## src/verilog/fetch_pkg.sv

```systemverilog
package fetch_pkg;

    typedef logic [31:0] addr_t;
    typedef logic [31:0] inst_t;

    // addi x0, x0, 0
    localparam inst_t inst_nop = 32'h0000_0013;

    localparam logic [6:0] op_jal    = 7'b110_1111;
    localparam logic [6:0] op_branch = 7'b110_0011;

    typedef struct packed {
        logic       imm20;
        logic [9:0] imm10_1;
        logic       imm11;
        logic [7:0] imm19_12;
        logic [4:0] rd;
        logic [6:0] opcode;
    } j_fields_t;

    typedef struct packed {
        logic       imm12;
        logic [5:0] imm10_5;
        logic [4:0] rs2;
        logic [4:0] rs1;
        logic [2:0] funct3;
        logic [3:0] imm4_1;
        logic       imm11;
        logic [6:0] opcode;
    } b_fields_t;

    // one fetched word seen as jal or as branch
    typedef union packed {
        inst_t     raw;
        j_fields_t j;
        b_fields_t b;
    } inst_word_u;

    typedef struct packed {
        logic  valid;
        addr_t addr;
    } mem_req_t;

    typedef struct packed {
        logic  valid;
        logic  error;
        inst_t data;
    } mem_resp_t;

    typedef struct packed {
        logic  valid;
        addr_t addr;
    } redirect_t;

    typedef struct packed {
        logic  valid;
        addr_t pc;
        logic  taken;
    } br_update_t;

    typedef struct packed {
        addr_t addr;
        inst_t inst;
        logic  error;
    } fetch_entry_t;

    typedef struct packed {
        logic         valid;
        fetch_entry_t entry;
    } fetch_out_t;

endpackage
```

## src/verilog/fetch_unit.sv

```systemverilog
`timescale 1ns/100ps

module fetch_unit #(
    parameter fetch_pkg::addr_t reset_pc = '0,
    parameter int queue_depth = 8,
    parameter int bp_index_bits = 6
) (
    input  logic                    clk,
    input  logic                    rst_n,
    input  fetch_pkg::redirect_t    redirect,
    input  fetch_pkg::br_update_t   brinfo,
    output fetch_pkg::mem_req_t     memreq,
    input  logic                    memreq_ready,
    input  fetch_pkg::mem_resp_t    memresp,
    output fetch_pkg::fetch_out_t   iresp,
    input  logic                    iresp_ready
);
    import fetch_pkg::*;

    logic                         q_wvalid;
    logic                         q_kill;
    fetch_entry_t                 q_wdata;
    logic [$clog2(queue_depth):0] free_slots;

    addr_t request_pc;
    addr_t jal_target;
    addr_t br_target;
    logic  is_jal;
    logic  is_branch;
    logic  pred_taken;

    fetch_stage #(
        .reset_pc    (reset_pc),
        .queue_depth (queue_depth)
    ) stage0 (
        .clk          (clk),
        .rst_n        (rst_n),
        .redirect     (redirect),
        .memreq       (memreq),
        .memreq_ready (memreq_ready),
        .memresp      (memresp),
        .free_slots   (free_slots),
        .q_wvalid     (q_wvalid),
        .q_wdata      (q_wdata),
        .q_kill       (q_kill),
        .request_pc   (request_pc),
        .is_jal       (is_jal),
        .is_branch    (is_branch),
        .pred_taken   (pred_taken),
        .jal_target   (jal_target),
        .br_target    (br_target)
    );

    inst_queue #(
        .depth (queue_depth)
    ) queue0 (
        .clk         (clk),
        .rst_n       (rst_n),
        .kill        (q_kill),
        .wvalid      (q_wvalid),
        .wdata       (q_wdata),
        .free_slots  (free_slots),
        .iresp       (iresp),
        .iresp_ready (iresp_ready)
    );

    predecode pdec0 (
        .inst       (memresp.data),
        .pc         (request_pc),
        .error      (memresp.error),
        .is_jal     (is_jal),
        .is_branch  (is_branch),
        .jal_target (jal_target),
        .br_target  (br_target)
    );

    branch_predictor #(
        .index_bits (bp_index_bits)
    ) bp0 (
        .clk        (clk),
        .rst_n      (rst_n),
        .pc         (request_pc),
        .pred_taken (pred_taken),
        .brinfo     (brinfo)
    );

endmodule

```

## src/verilog/fetch_stage.sv

```systemverilog
`timescale 1ns/100ps

module fetch_stage #(
    parameter fetch_pkg::addr_t reset_pc = '0,
    parameter int queue_depth = 8
) (
    input  logic                            clk,
    input  logic                            rst_n,
    input  fetch_pkg::redirect_t            redirect,
    output fetch_pkg::mem_req_t             memreq,
    input  logic                            memreq_ready,
    input  fetch_pkg::mem_resp_t            memresp,
    input  logic [$clog2(queue_depth):0]    free_slots,
    output logic                            q_wvalid,
    output fetch_pkg::fetch_entry_t         q_wdata,
    output logic                            q_kill,
    output fetch_pkg::addr_t                request_pc,
    input  logic                            is_jal,
    input  logic                            is_branch,
    input  logic                            pred_taken,
    input  fetch_pkg::addr_t                jal_target,
    input  fetch_pkg::addr_t                br_target
);
    import fetch_pkg::*;

    localparam int cnt_w = $clog2(queue_depth) + 1;

    logic outstanding;
    logic discard;

    logic             resp_take;
    logic             resp_use;
    logic             slot_free;
    logic             space_ok;
    logic             fire;
    logic [cnt_w-1:0] pending_writes;
    addr_t            seq_addr;
    addr_t            next_addr;

    // response for the outstanding request
    assign resp_take = outstanding & memresp.valid;
    // discarded ones belong to a stream that was redirected away
    assign resp_use  = resp_take & ~discard;

    assign seq_addr = request_pc + 32'd4;

    // next address in priority order
    always_comb begin
        if (redirect.valid) begin
            next_addr = redirect.addr;
        end else if (resp_use) begin
            if (is_jal) begin
                next_addr = jal_target;
            end else if (is_branch && pred_taken) begin
                next_addr = br_target;
            end else begin
                next_addr = seq_addr;
            end
        end else begin
            // pending address, or the one in flight
            next_addr = request_pc;
        end
    end

    // queue write
    assign q_kill         = redirect.valid;
    assign q_wvalid       = resp_use & ~redirect.valid;
    assign q_wdata.addr   = request_pc;
    assign q_wdata.inst   = memresp.error ? inst_nop : memresp.data;
    assign q_wdata.error  = memresp.error;

    // reserve a slot for every request in flight
    assign pending_writes = {{(cnt_w-1){1'b0}}, q_wvalid};
    assign space_ok       = redirect.valid | (free_slots > pending_writes);
    assign slot_free      = ~outstanding | resp_use;

    assign memreq.valid = slot_free & space_ok;
    assign memreq.addr  = next_addr;

    assign fire = memreq.valid & memreq_ready;

    always_ff @(posedge clk) begin
        if (!rst_n) begin
            request_pc  <= reset_pc;
            outstanding <= 1'b0;
            discard     <= 1'b0;
        end else begin
            // holds the in-flight address, else the next one to fetch
            request_pc  <= next_addr;
            outstanding <= fire | (outstanding & ~resp_take);
            if (redirect.valid) begin
                // old request still out there
                discard <= outstanding & ~resp_take;
            end else if (resp_take) begin
                discard <= 1'b0;
            end
        end
    end

endmodule

```

## src/verilog/predecode.sv

```systemverilog
`timescale 1ns/100ps

module predecode (
    input  fetch_pkg::inst_t    inst,
    input  fetch_pkg::addr_t    pc,
    input  logic                error,
    output logic                is_jal,
    output logic                is_branch,
    output fetch_pkg::addr_t    jal_target,
    output fetch_pkg::addr_t    br_target
);
    import fetch_pkg::*;

    inst_word_u word;

    logic [20:0] imm_j;
    logic [12:0] imm_b;
    addr_t       off_j;
    addr_t       off_b;

    assign word.raw = inst;

    // j-type immediate with bit 0 always zero
    assign imm_j = {word.j.imm20,
                    word.j.imm19_12,
                    word.j.imm11,
                    word.j.imm10_1,
                    1'b0};

    // b-type immediate
    assign imm_b = {word.b.imm12,
                    word.b.imm11,
                    word.b.imm10_5,
                    word.b.imm4_1,
                    1'b0};

    assign off_j = {{11{imm_j[20]}}, imm_j};
    assign off_b = {{19{imm_b[12]}}, imm_b};

    assign jal_target = pc + off_j;
    assign br_target  = pc + off_b;

    // a faulted word is just a nop, never a control transfer
    assign is_jal    = ~error & (word.j.opcode == op_jal);
    assign is_branch = ~error & (word.b.opcode == op_branch);

endmodule

```

## src/verilog/branch_predictor.sv

```systemverilog
`timescale 1ns/100ps

module branch_predictor #(
    parameter int index_bits = 6
) (
    input  logic                    clk,
    input  logic                    rst_n,
    input  fetch_pkg::addr_t        pc,
    output logic                    pred_taken,
    input  fetch_pkg::br_update_t   brinfo
);
    import fetch_pkg::*;

    localparam int entries = 2 ** index_bits;

    logic [1:0] counters [entries];

    logic [index_bits-1:0] rd_idx;
    logic [index_bits-1:0] up_idx;
    addr_t                 up_pc;
    logic [1:0]            cur;
    logic [1:0]            nxt;

    // word aligned, so bits 1:0 carry no information
    assign rd_idx = pc[index_bits+1:2];
    assign up_pc  = brinfo.pc;
    assign up_idx = up_pc[index_bits+1:2];

    assign pred_taken = counters[rd_idx][1];

    assign cur = counters[up_idx];

    always_comb begin
        nxt = cur;
        if (brinfo.taken) begin
            if (cur != 2'b11) begin
                nxt = cur + 2'b01;
            end
        end else begin
            if (cur != 2'b00) begin
                nxt = cur - 2'b01;
            end
        end
    end

    always_ff @(posedge clk) begin
        if (!rst_n) begin
            // weakly not taken
            for (int i = 0; i < entries; i++) begin
                counters[i] <= 2'b01;
            end
        end else if (brinfo.valid) begin
            counters[up_idx] <= nxt;
        end
    end

endmodule

```

## src/verilog/inst_queue.sv

```systemverilog
`timescale 1ns/100ps

module inst_queue #(
    parameter int depth = 8
) (
    input  logic                      clk,
    input  logic                      rst_n,
    input  logic                      kill,
    input  logic                      wvalid,
    input  fetch_pkg::fetch_entry_t   wdata,
    output logic [$clog2(depth):0]    free_slots,
    output fetch_pkg::fetch_out_t     iresp,
    input  logic                      iresp_ready
);
    import fetch_pkg::*;

    localparam int ptr_w = $clog2(depth);
    localparam int cnt_w = ptr_w + 1;

    fetch_entry_t mem [depth];

    logic [ptr_w-1:0] rptr;
    logic [ptr_w-1:0] wptr;
    logic [cnt_w-1:0] count;

    logic full;
    logic do_write;
    logic do_read;

    assign full     = (count == cnt_w'(depth));
    // a write racing a kill belongs to the flushed stream
    assign do_write = wvalid & ~kill & ~full;
    assign do_read  = iresp.valid & iresp_ready;

    assign iresp.valid = (count != '0);
    assign iresp.entry = mem[rptr];
    assign free_slots  = cnt_w'(depth) - count;

    always_ff @(posedge clk) begin
        if (do_write) begin
            mem[wptr] <= wdata;
        end
    end

    always_ff @(posedge clk) begin
        if (!rst_n) begin
            rptr  <= '0;
            wptr  <= '0;
            count <= '0;
        end else if (kill) begin
            rptr  <= '0;
            wptr  <= '0;
            count <= '0;
        end else begin
            if (do_write) begin
                wptr <= wptr + 1'b1;
            end
            if (do_read) begin
                rptr <= rptr + 1'b1;
            end
            case ({do_write, do_read})
                2'b10:   count <= count + 1'b1;
                2'b01:   count <= count - 1'b1;
                default: count <= count;
            endcase
        end
    end

endmodule

```

## config.mk

```make
export PLATFORM = sky130hd
export DESIGN_NAME = fetch_unit
export DESIGN_NICKNAME = d
export VERILOG_FILES = /design/src/verilog/fetch_pkg.sv /design/src/verilog/fetch_unit.sv /design/src/verilog/fetch_stage.sv /design/src/verilog/predecode.sv /design/src/verilog/branch_predictor.sv /design/src/verilog/inst_queue.sv
export SDC_FILE = /design/constraint.sdc
export NUM_CORES = 1
export LEC_CHECK = 0
export ABC_AREA = 1
export BUFFER_PORTS_ARGS = -buffer_cell sky130_fd_sc_hd__buf_2
export CORE_ASPECT_RATIO = 0.9
export CORE_MARGIN = 2
export CORE_UTILIZATION = 40
export CTS_CLUSTER_DIAMETER = 120
export DETAILED_ROUTE_END_ITERATION = 10
export PLACE_DENSITY = 0.65
export SLEW_MARGIN = 30
export SYNTH_ARGS = -nofsm -noshare
export SYNTH_HDL_FRONTEND = slang
export SYNTH_SLANG_ARGS = --single-unit
```

## constraint.sdc

```tcl
create_clock -name clk -period 7 [get_ports clk]
set_input_delay 1.4 -clock clk [delete_from_list [all_inputs] [get_ports clk]]
set_output_delay 1.4 -clock clk [all_outputs]
set_load 0.02 [all_outputs]
```

# After elaboration in Yosys (flattened, before gate mapping)
# Memories as Yosys holds them, arrays and structs flattened. A register that Yosys moved wholly into a read port is not among the register bits.
# Cells that the tools add are included.
[totals]
register_bits = 44
latchBits = 0
ram_bits = 648
rom_bits = 0
memories = 2
[classes]
n_addsub = 10
mul = 0
div_mod_pow = 0
magnitude_cmp = 1
eq_ne = 6
n_shift = 0
muxes = 23
bitwise = 21
n_reduce_logical = 7
[memory_table]
columns = ["memory", "depth", "word_bits", "read_ports", "rd_ports_with_merged_regs", "wr", "line_no", "source"]
rows = [
  ["queue0.mem", 8, 65, 1, 1, 1, "inst_queue.sv:20", "fetch_entry_t mem [depth];"],
  ["bp0.counters", 64, 2, 2, 1, 64, "branch_predictor.sv:16", "logic [1:0] counters [entries];"],
]
[op_table]
columns = ["cell", "count"]
rows = [
  ["2-to-1 mux 32 bit", 5],
  ["adder 32 bit", 2],
  ["adder 32 x 3 -> 32 bit (second input constant)", 1],
  ["equality test 7 bit (second input constant)", 2],
  ["2-to-1 mux 6 bit", 2],
  ["bitwise AND 1 bit", 11],
  ["2-to-1 mux 1 bit", 9],
  ["2-to-1 mux 2 bit", 4],
  ["case mux 4 bit (2 select lines)", 1],
  ["inverter 1 bit", 7],
  ["adder 3 x 1 -> 3 bit (second input constant)", 2],
  ["2-to-1 mux 3 bit", 2],
  ["nonzero test 2 bit", 3],
  ["adder 4 x 1 -> 4 bit (second input constant)", 1],
  ["equality test 4 bit (second input constant)", 1],
  ["greater-than comparator 4 x 1 -> 1 bit", 1],
  ["nonzero test 4 bit", 1],
  ["OR reduction 2 bit", 2],
  ["subtractor 4 x 1 -> 4 bit (second input constant)", 1],
  ["subtractor 4 bit (first input constant)", 1],
  ["bitwise OR 1 bit", 3],
  ["adder 2 x 1 -> 2 bit (second input constant)", 1],
  ["equality test 2 x 1 -> 1 bit (second input constant)", 1],
  ["equality test 2 bit (second input constant)", 1],
  ["3 further kinds", 3],
]

# Depth between registers and ports, before layout
# Gate-level depths: netlist of the first run.
[depth]
ltp_word = 8
depth_mapped = 21
mapped_depth_nobuf = 18

# By module
# From an unflattened synthesis of the first run, not the netlist that was laid out.
[unflattened]
hier_cells = 4067
hier_area_um2 = 36067.1
[by_module_without_submodules]
columns = ["module", "instances", "cells_each", "area_each_um2", "seq_area_each_um2"]
rows = [
  ["inst_queue", 1, 1561, 20943.8, 15875.2],
  ["branch_predictor", 1, 1017, 7602.3, 3843.7],
  ["predecode", 1, 793, 3814.9, 0.0],
  ["fetch_stage", 1, 696, 3706.1, 680.7],
]

# Worst setup path before layout of the first run
# OpenSTA, ideal clock, no wires.
[synth_path]
path_type = "input to register"
startpoint = "in memresp[33] (netlist bit)"
endpoint = "mem queue0.mem[6][0] (netlist bit), enable pin"
arrival_time_ps = 6822
t_required_ps = 6432
slack_ps = -391
stages = 8
n_path_buf = 0
cell_sequence = "nand2_1 nor2_1 inv_2 nor2_1 o31ai_1 inv_1 nand2_1 nor3_1"
[synth_via]
elab_chain_len = 7
[synth_rtl]
columns = ["item", "line_no", "source"]
rows = [
  ["start, declared", "fetch_unit.sv:14", "input fetch_pkg::mem_resp_t memresp,"],
  ["bitwise AND 1 bit", "fetch_stage.sv:41", "assign resp_take = outstanding & memresp.valid;"],
  ["bitwise AND 1 bit", "fetch_stage.sv:43", "assign resp_use = resp_take & ~discard;"],
  ["bitwise AND 1 bit", "fetch_stage.sv:67", "assign q_wvalid = resp_use & ~redirect.valid;"],
  ["bitwise AND 1 bit (2 in series)", "inst_queue.sv:32", "assign do_write = wvalid & ~kill & ~full;"],
  ["2-to-1 mux 1 bit", "inst_queue.sv:40", "if (do_write) begin"],
  ["2-to-1 mux 1 bit (implied by the code)", "inst_queue.sv:41", "mem[wptr] <= wdata;"],
  ["end, declared", "inst_queue.sv:20", ""],
]
# Every way passes these cells.

==> results of run 1 <==
[worst min-delay path: stages, from the launching register on]
cell and delay [ns]:
dfxtp_1 0.31, inv_1 0.05, a21oi_1 0.06
[Yosys cell counts (all sizes together), types with 51 or more instances]
cell type  instances  area (µm²)
ha                51       638.1
o21ai            374        1872
clkbuf           148       555.5
a21boi            65       488.0
o22ai             73       456.7
edfxtp           648       19460
nand2            686        2580
a21oi            142       710.7
a31oi             68       425.4
nand3            145       735.7
inv              296        1114
nor2             701        2631
[layer usage]
layer / up-vias / part of all wire / global-route usage
met2: 1198 / 0.44 / 0.3572
met1: 13040 / 0.43 / 0.3266
met3: 211 / 0.090 / 0.04274
met5: - / 0.00033 / 0
met4: 6 / 0.036 / 0.08465
li1: 12900 / - / -
[final timing paths]
kind / end / slack [ns]
min: flop / 0.47
min reg2reg: flop / 0.47
max: memreq[1] / 0.85
max reg2reg: stage0.request_pc[19] / 2.98
[cells by family (layout without fill, tap and decap cells)]
group / Yosys count / count (layout) / synth area share
adders and majority gates: 54 / 54 / 0.02030
AOI/OAI and AO/OA: 784 / 784 / 0.1290
DFF: 695 / 695 / 0.5931
xor gates and xnor gates: 59 / 59 / 0.01502
buffers and inverters: 489 / 658 / 0.05522
and+or+nand+nor: 1614 / 1614 / 0.1874
[layout make-up]
class | count | area share
clock buffers | 89 | 0.04863
clock inverters | 45 | 0.01239
inverters | 297 | 0.02913
multi-input cells | 2511 | 0.3132
flip-flops and latches | 695 | 0.5250
well taps | 1144 | 0.03682
repair buffers | 227 | 0.03489
[through the flow]
step	hold WS (ns)	cell area, µm²	utilization	std cells	setup slack (ns)
floorplan	0.4331	34410	-	3695	1.370
finish	0.4658	38880	0.4540	5008	0.8450
global placement	0.4540	36480	0.4260	4872	1.364
CTS	0.4689	38870	0.4539	5008	1.019
global route	0.4922	38880	0.4540	5008	0.6465
detailed placement	0.4530	36500	0.4262	4874	1.370
[registers in the layout (all words and copies together) (netlist names), named ones only]
register,flops
queue0.wptr,3
queue0.mem,520
stage0.request_pc,32
stage0.outstanding,1
queue0.count,4
stage0.discard,1
bp0.counters,128
queue0.rptr,3
[cell usage in the layout, fill, tap and decap left out, drive strengths merged, types with 7 or more instances in the layout]
| master | netlist | routed |
|---|---|---|
| o22ai | 73 | 73 |
| buf | 44 | 227 |
| o21a | 7 | 7 |
| inv | 296 | 299 |
| nand2 | 686 | 686 |
| ha | 51 | 51 |
| o21ai | 374 | 374 |
| clkbuf | 148 | 89 |
| clkinv | 1 | 34 |
| a21oi | 142 | 142 |
| dfxtp | 47 | 47 |
| edfxtp | 648 | 648 |
| nor3 | 35 | 35 |
| nor2 | 701 | 701 |
| a22oi | 21 | 21 |
| nand3 | 145 | 145 |
| nor4 | 8 | 8 |
| nand4 | 26 | 26 |
| or2 | 8 | 8 |
| a31oi | 68 | 68 |
| a21boi | 65 | 65 |
| xor2 | 43 | 43 |
| xnor2 | 16 | 16 |
| o21bai | 9 | 9 |
[power by group through the flow]
stage / Clock [W] / Combinational [W] / Sequential (W)
after floorplan: 0 / 0.000577 / 0.00470
after global routing: 0.00402 / 0.000973 / 0.00466
after global placement: 0 / 0.000866 / 0.00474
after CTS: 0.00386 / 0.000875 / 0.00465
final: 0.00382 / 0.000890 / 0.00465
after detailed placement: 0 / 0.000870 / 0.00474
==> flow_metrics.py, run 1 <==
metrics = {
    "min_path": {
        "min_from": "queue0.rptr[2]",
        "min_path_cells": 2,
        "hold_class": "flop to flop",
    },
    "worst_setup_path": {
        "crit_type": "flop to primary output",
        "cp.required_ns": 5.60,
        "cpMaxStageDelayCell": "dfxtp_2",
        "r2r_start": "stage0.request_pc[2]",
        "crit_buf_inv": 5,
        "startpoint_type": "flop",
        "startpoint": "stage0.request_pc[2]",
        "cp.depth": 19,
        "cp.arrival_ns": 4.75,
        "crit_top_cell": "nand2_1",
        "critPathMaxFanout": 30,
        "cp_slowest_stage_delay_ns": 0.74,
        "endpoint_kind": "primary output",
        "cp_top_family": "simple AND/OR/NAND/NOR gates",
        "reg2regPathDepth": 18,
        "crit_chain": "buf_4 -> nor2_1 -> nor2_1 -> o21ai_0 -> nand3_1 -> nand3_1 -> nand2_1 -> nand3_1 -> nand2_1 -> nand2_1 -> buf_4 -> inv_2 -> nand2_1 -> nand3_1 -> nand2_1 -> nand2_1 -> nand2_1 -> inv_1 -> buf_2",
    },
    "floorplanning": {
        "initial_core_util": 0.4017,
        "dieHeight_um": 282.2,
        "rows": 102,
        "die_w_um": 313.1,
        "die_area_um2": 88350,
        "io_pins": 204,
        "coreArea_um2": 85630,
    },
    "power": {
        "total_power_w": 0.009363,
        "sequentialPowerShare": 0.497,
        "power_density_nw_per_um2": 240.8,
        "p_sw_w": 0.002363,
        "peakVddDrop_mv": 0.1955,
        "power.internal_w": 0.007000,
        "p_clk_frac": 0.408,
        "swShare": 0.2524,
        "combPwrFrac": 0.095,
        "leakage_nw": 14.53,
    },
    "synthesis": {
        "yosysSeqAreaShare": 0.5931,
        "syn_area_um2": 34400,
        "synth_edf_count": 648,
        "syn_nets": 3854,
        "synth_warnings": 0,
        "ys_types": 48,
        "syn-mean-instance-area_um2": 9.309,
        "ys_ff_latch": 695,
        "synthFlopType": "edfxtp_1",
        "ys_async_sr_fraction": 0,
        "syn_inst": 3695,
    },
    "sta": {
        "fin_crit_ns": 6.155,
        "rsz0062_at_grt": "no",
        "slew_violations": 0,
        "setup_violations": 0,
        "fin_setup_tns_ns": 0,
        "fmax_mhz": 162.5,
        "hold_violations": 0,
        "tightest_slew_ns": 0.9503,
        "slew_headroom": 0.3606,
        "fin_crit_sh": 0.8793,
        "final.setup_skew_ns": 0.05179,
    },
    "placement": {
        "port_buffers": 177,
        "place.gp.congestion": 0.9768,
        "dp_hpwl_mm": 68.03,
    },
    "layout": {
        "multiInputGateArea_um2": 12180,
        "layout-drive-gt1-share": 0.09524,
        "nets": 3964,
        "area_growth_pct": 13.03,
        "nFillCells": 8090,
        "antenna_cells": 0,
        "layout.area.seq_um2": 20410,
    },
    "clock_tree": {
        "path_clk_slew_ns": 0.06,
        "ctsResizeCount": 0,
        "cts_inserted_buffers": 73,
        "numClockSinks": 695,
        "post-cts-setup-buffers": 0,
        "ctsLongestPathBuffers": 3,
        "ctsHoldBuffers": 0,
        "cts_tree": "yes",
        "htreeDepth": 3,
        "clk_latency_ns": 0.64,
        "cts_root_buf": "clkbuf_16",
    },
    "drt": {
        "drtIter0Drc": 2914,
        "wire_per_inst_um": 20.92,
        "drt-vias-per-instance": 5.462,
        "postRouteWirelength_mm": 104.8,
        "drcViolationCount": 0,
        "ant_nets": 0,
        "first_pass_iters": 6,
        "vias": 27350,
    },
    "global_route": {
        "antenna_found_initial": 7,
        "grt_pass1_vias": 25650,
        "grt_max_degree": 141,
        "track_usage": 0.2316,
        "grt_overflow": 0,
        "grt_first_pass_wirelength_mm": 155.3,
    },
    "status": {
        "status": "finished clean",
    },
    "job": {
        "maxCapViolations": 0,
    },
}
(Power assumes the default switching activity.)
==> inputs of run 2 (changes only) <==
- CORE_UTILIZATION: 40 -> 35
- PLACE_DENSITY: 0.65 -> 0.6
==> run 2 against run 1 <==
Effect of this change: combinational power rose by 1%; clock power rose by 5%; critical path type unchanged; power rose by 2.0%; clock-buffer cell count rose by 2; global-route usage fell by 2.2 points; first-iteration DRC count fell by 1.1%.
==> flow_metrics.py, run 2 (synthesized netlist as in run 1, its figures left out) <==
metrics = {
    "status": {
        "status": "finished clean",
    },
    "layout": {
        "top_regs": "queue0.mem x520, bp0.counters x128, stage0.request_pc x32",
        "layout-drive-gt1-share": 0.09783,
        "largest_register_ffs": 520,
        "area_growth_pct": 13.84,
        "final_common_cell": "nor2_1",
        "final_cell_mix": "nor2_1 (694), nand2_1 (684), edfxtp_1 (648)",
        "nets": 3962,
        "regMostFlops": "queue0.mem",
        "nFillCells": 9538,
    },
    "global_route": {
        "grt_max_degree": 143,
        "track_usage": 0.2093,
        "grt_pass1_vias": 25470,
        "grt_overflow": 0,
        "grt_first_pass_wirelength_mm": 159.3,
        "antenna_found_initial": 7,
    },
    "sta": {
        "layout_setup_ws_ns": 1.136,
        "slew_violations": 0,
        "setup_violations": 0,
        "fin_crit_sh": 0.8377,
        "rsz0062_at_grt": "no",
        "slew_headroom": 0.4023,
        "final.setup_skew_ns": 0.04082,
        "tightest_slew_ns": 0.8944,
        "hold_violations": 0,
        "fin_setup_tns_ns": 0,
        "fin_crit_ns": 5.864,
        "fmax_mhz": 170.5,
    },
    "floorplanning": {
        "io_pins": 204,
        "die_area_um2": 100800,
        "rows": 109,
        "die_w_um": 334.4,
        "coreArea_um2": 97790,
        "initial_core_util": 0.3517,
        "dieHeight_um": 301.4,
    },
    "worst_setup_path": {
        "cp.arrival_ns": 4.46,
        "cp.required_ns": 5.60,
        "critPathMaxFanout": 31,
        "startpoint_type": "flop",
        "crit_type": "flop to primary output",
        "endpoint_kind": "primary output",
    },
    "drt": {
        "drt-vias-per-instance": 5.320,
        "ant_nets": 0,
        "vias": 27370,
        "postRouteWirelength_mm": 107.8,
        "wire_per_inst_um": 20.95,
        "drtIter0Drc": 2882,
        "drcViolationCount": 0,
        "first_pass_iters": 6,
    },
    "power": {
        "peakVddDrop_mv": 0.1581,
        "total_power_w": 0.009551,
        "leakage_nw": 14.60,
        "power_density_nw_per_um2": 243.9,
    },
    "min_path": {
        "hold_class": "flop to flop",
    },
    "placement": {
        "dp_slack_ns": 1.429,
        "dp_hpwl_mm": 69.04,
        "place.gp.congestion": 0.9937,
        "port_buffers": 177,
    },
    "clock_tree": {
        "ctsResizeCount": 0,
        "htreeDepth": 3,
        "cts_inserted_buffers": 74,
        "ctsHoldBuffers": 0,
        "cts_tree": "yes",
        "numClockSinks": 695,
        "cts_root_buf": "clkbuf_16",
        "post-cts-setup-buffers": 0,
        "path_clk_slew_ns": 0.06,
        "ctsLongestPathBuffers": 3,
        "clk_latency_ns": 0.64,
    },
    "job": {
        "maxCapViolations": 0,
    },
}
[run 2: final cells by class]
class / count / area [µm²] / share of cell area
inverters: 297 / 1132 / 0.02892
well taps: 1276 / 1597 / 0.04077
repair buffers: 224 / 1316 / 0.03362
clock buffers: 91 / 2007 / 0.05125
clock inverters: 46 / 495.5 / 0.01265
flip-flops and latches: 695 / 20410 / 0.5212
multi-input cells: 2511 / 12190 / 0.3113
diodes: 5 / 12.51 / 0.0003195
[run 2: per-stage QoR]
| step | cell area (µm²) | std cells | hold WS [ns] | utilization |
|---|---|---|---|---|
| 2_1_floorplan | 34410 | 3695 | 0.4331 | - |
| 4_1_cts | 39120 | 5139 | 0.4708 | 0.4001 |
| 6_report | 39160 | 5145 | 0.4731 | 0.4004 |
| 3_3_place_gp | 36610 | 5002 | 0.4472 | 0.3744 |
| 3_5_place_dp | 36620 | 5002 | 0.4590 | 0.3745 |
| 5_1_grt | 39150 | 5141 | 0.5066 | 0.4003 |
[run 2: power breakdown]
group	leakage, nW	total, W	internal [W]	switching (W)
combinational	7.08	0.000903	0.000246	0.000656
sequential	6.29	0.00465	0.00458	0.0000686
clock	1.22	0.00400	0.00229	0.00171
total	14.6	0.00955	0.00712	0.00243
[run 2: worst paths after layout]
check	startpoint	end	slack (ns)	depth (start not counted)
worst max register to register	stage0.request_pc[3]	stage0.request_pc[5]	3.11	19
worst min register to register	queue0.rptr[2]	flop	0.47	2
worst max-delay path	stage0.request_pc[3]	memreq[7]	1.14	18
worst min-delay path	queue0.rptr[2]	flop	0.47	2
[run 2: routing by layer]
| layer | vias to the layer above | wire length (µm) | GRT usage |
|---|---|---|---|
| met4 | 6 | 3467 | 0.07250 |
| li1 | 12940 | - | - |
| met3 | 206 | 8812 | 0.03569 |
| met2 | 1117 | 48050 | 0.3256 |
| met5 | - | 40 | 0 |
| met1 | 13100 | 47400 | 0.2951 |
[run 2: critical path: stages (launching register included)]
cell and delay, ns:
dfxtp_1 0.30, buf_4 0.25, inv_1 0.68, nand3_1 0.16, a21oi_1 0.26, nor2_1 0.08, nand2_1 0.08, nand3_1 0.08
nand2_1 0.10, buf_4 0.29, nand2_1 0.12, buf_4 0.24, inv_2 0.32, nand2_1 0.09, nand3_1 0.08, nand2_1 0.05
nand2_1 0.25, nand2_1 0.16, buf_2 0.19
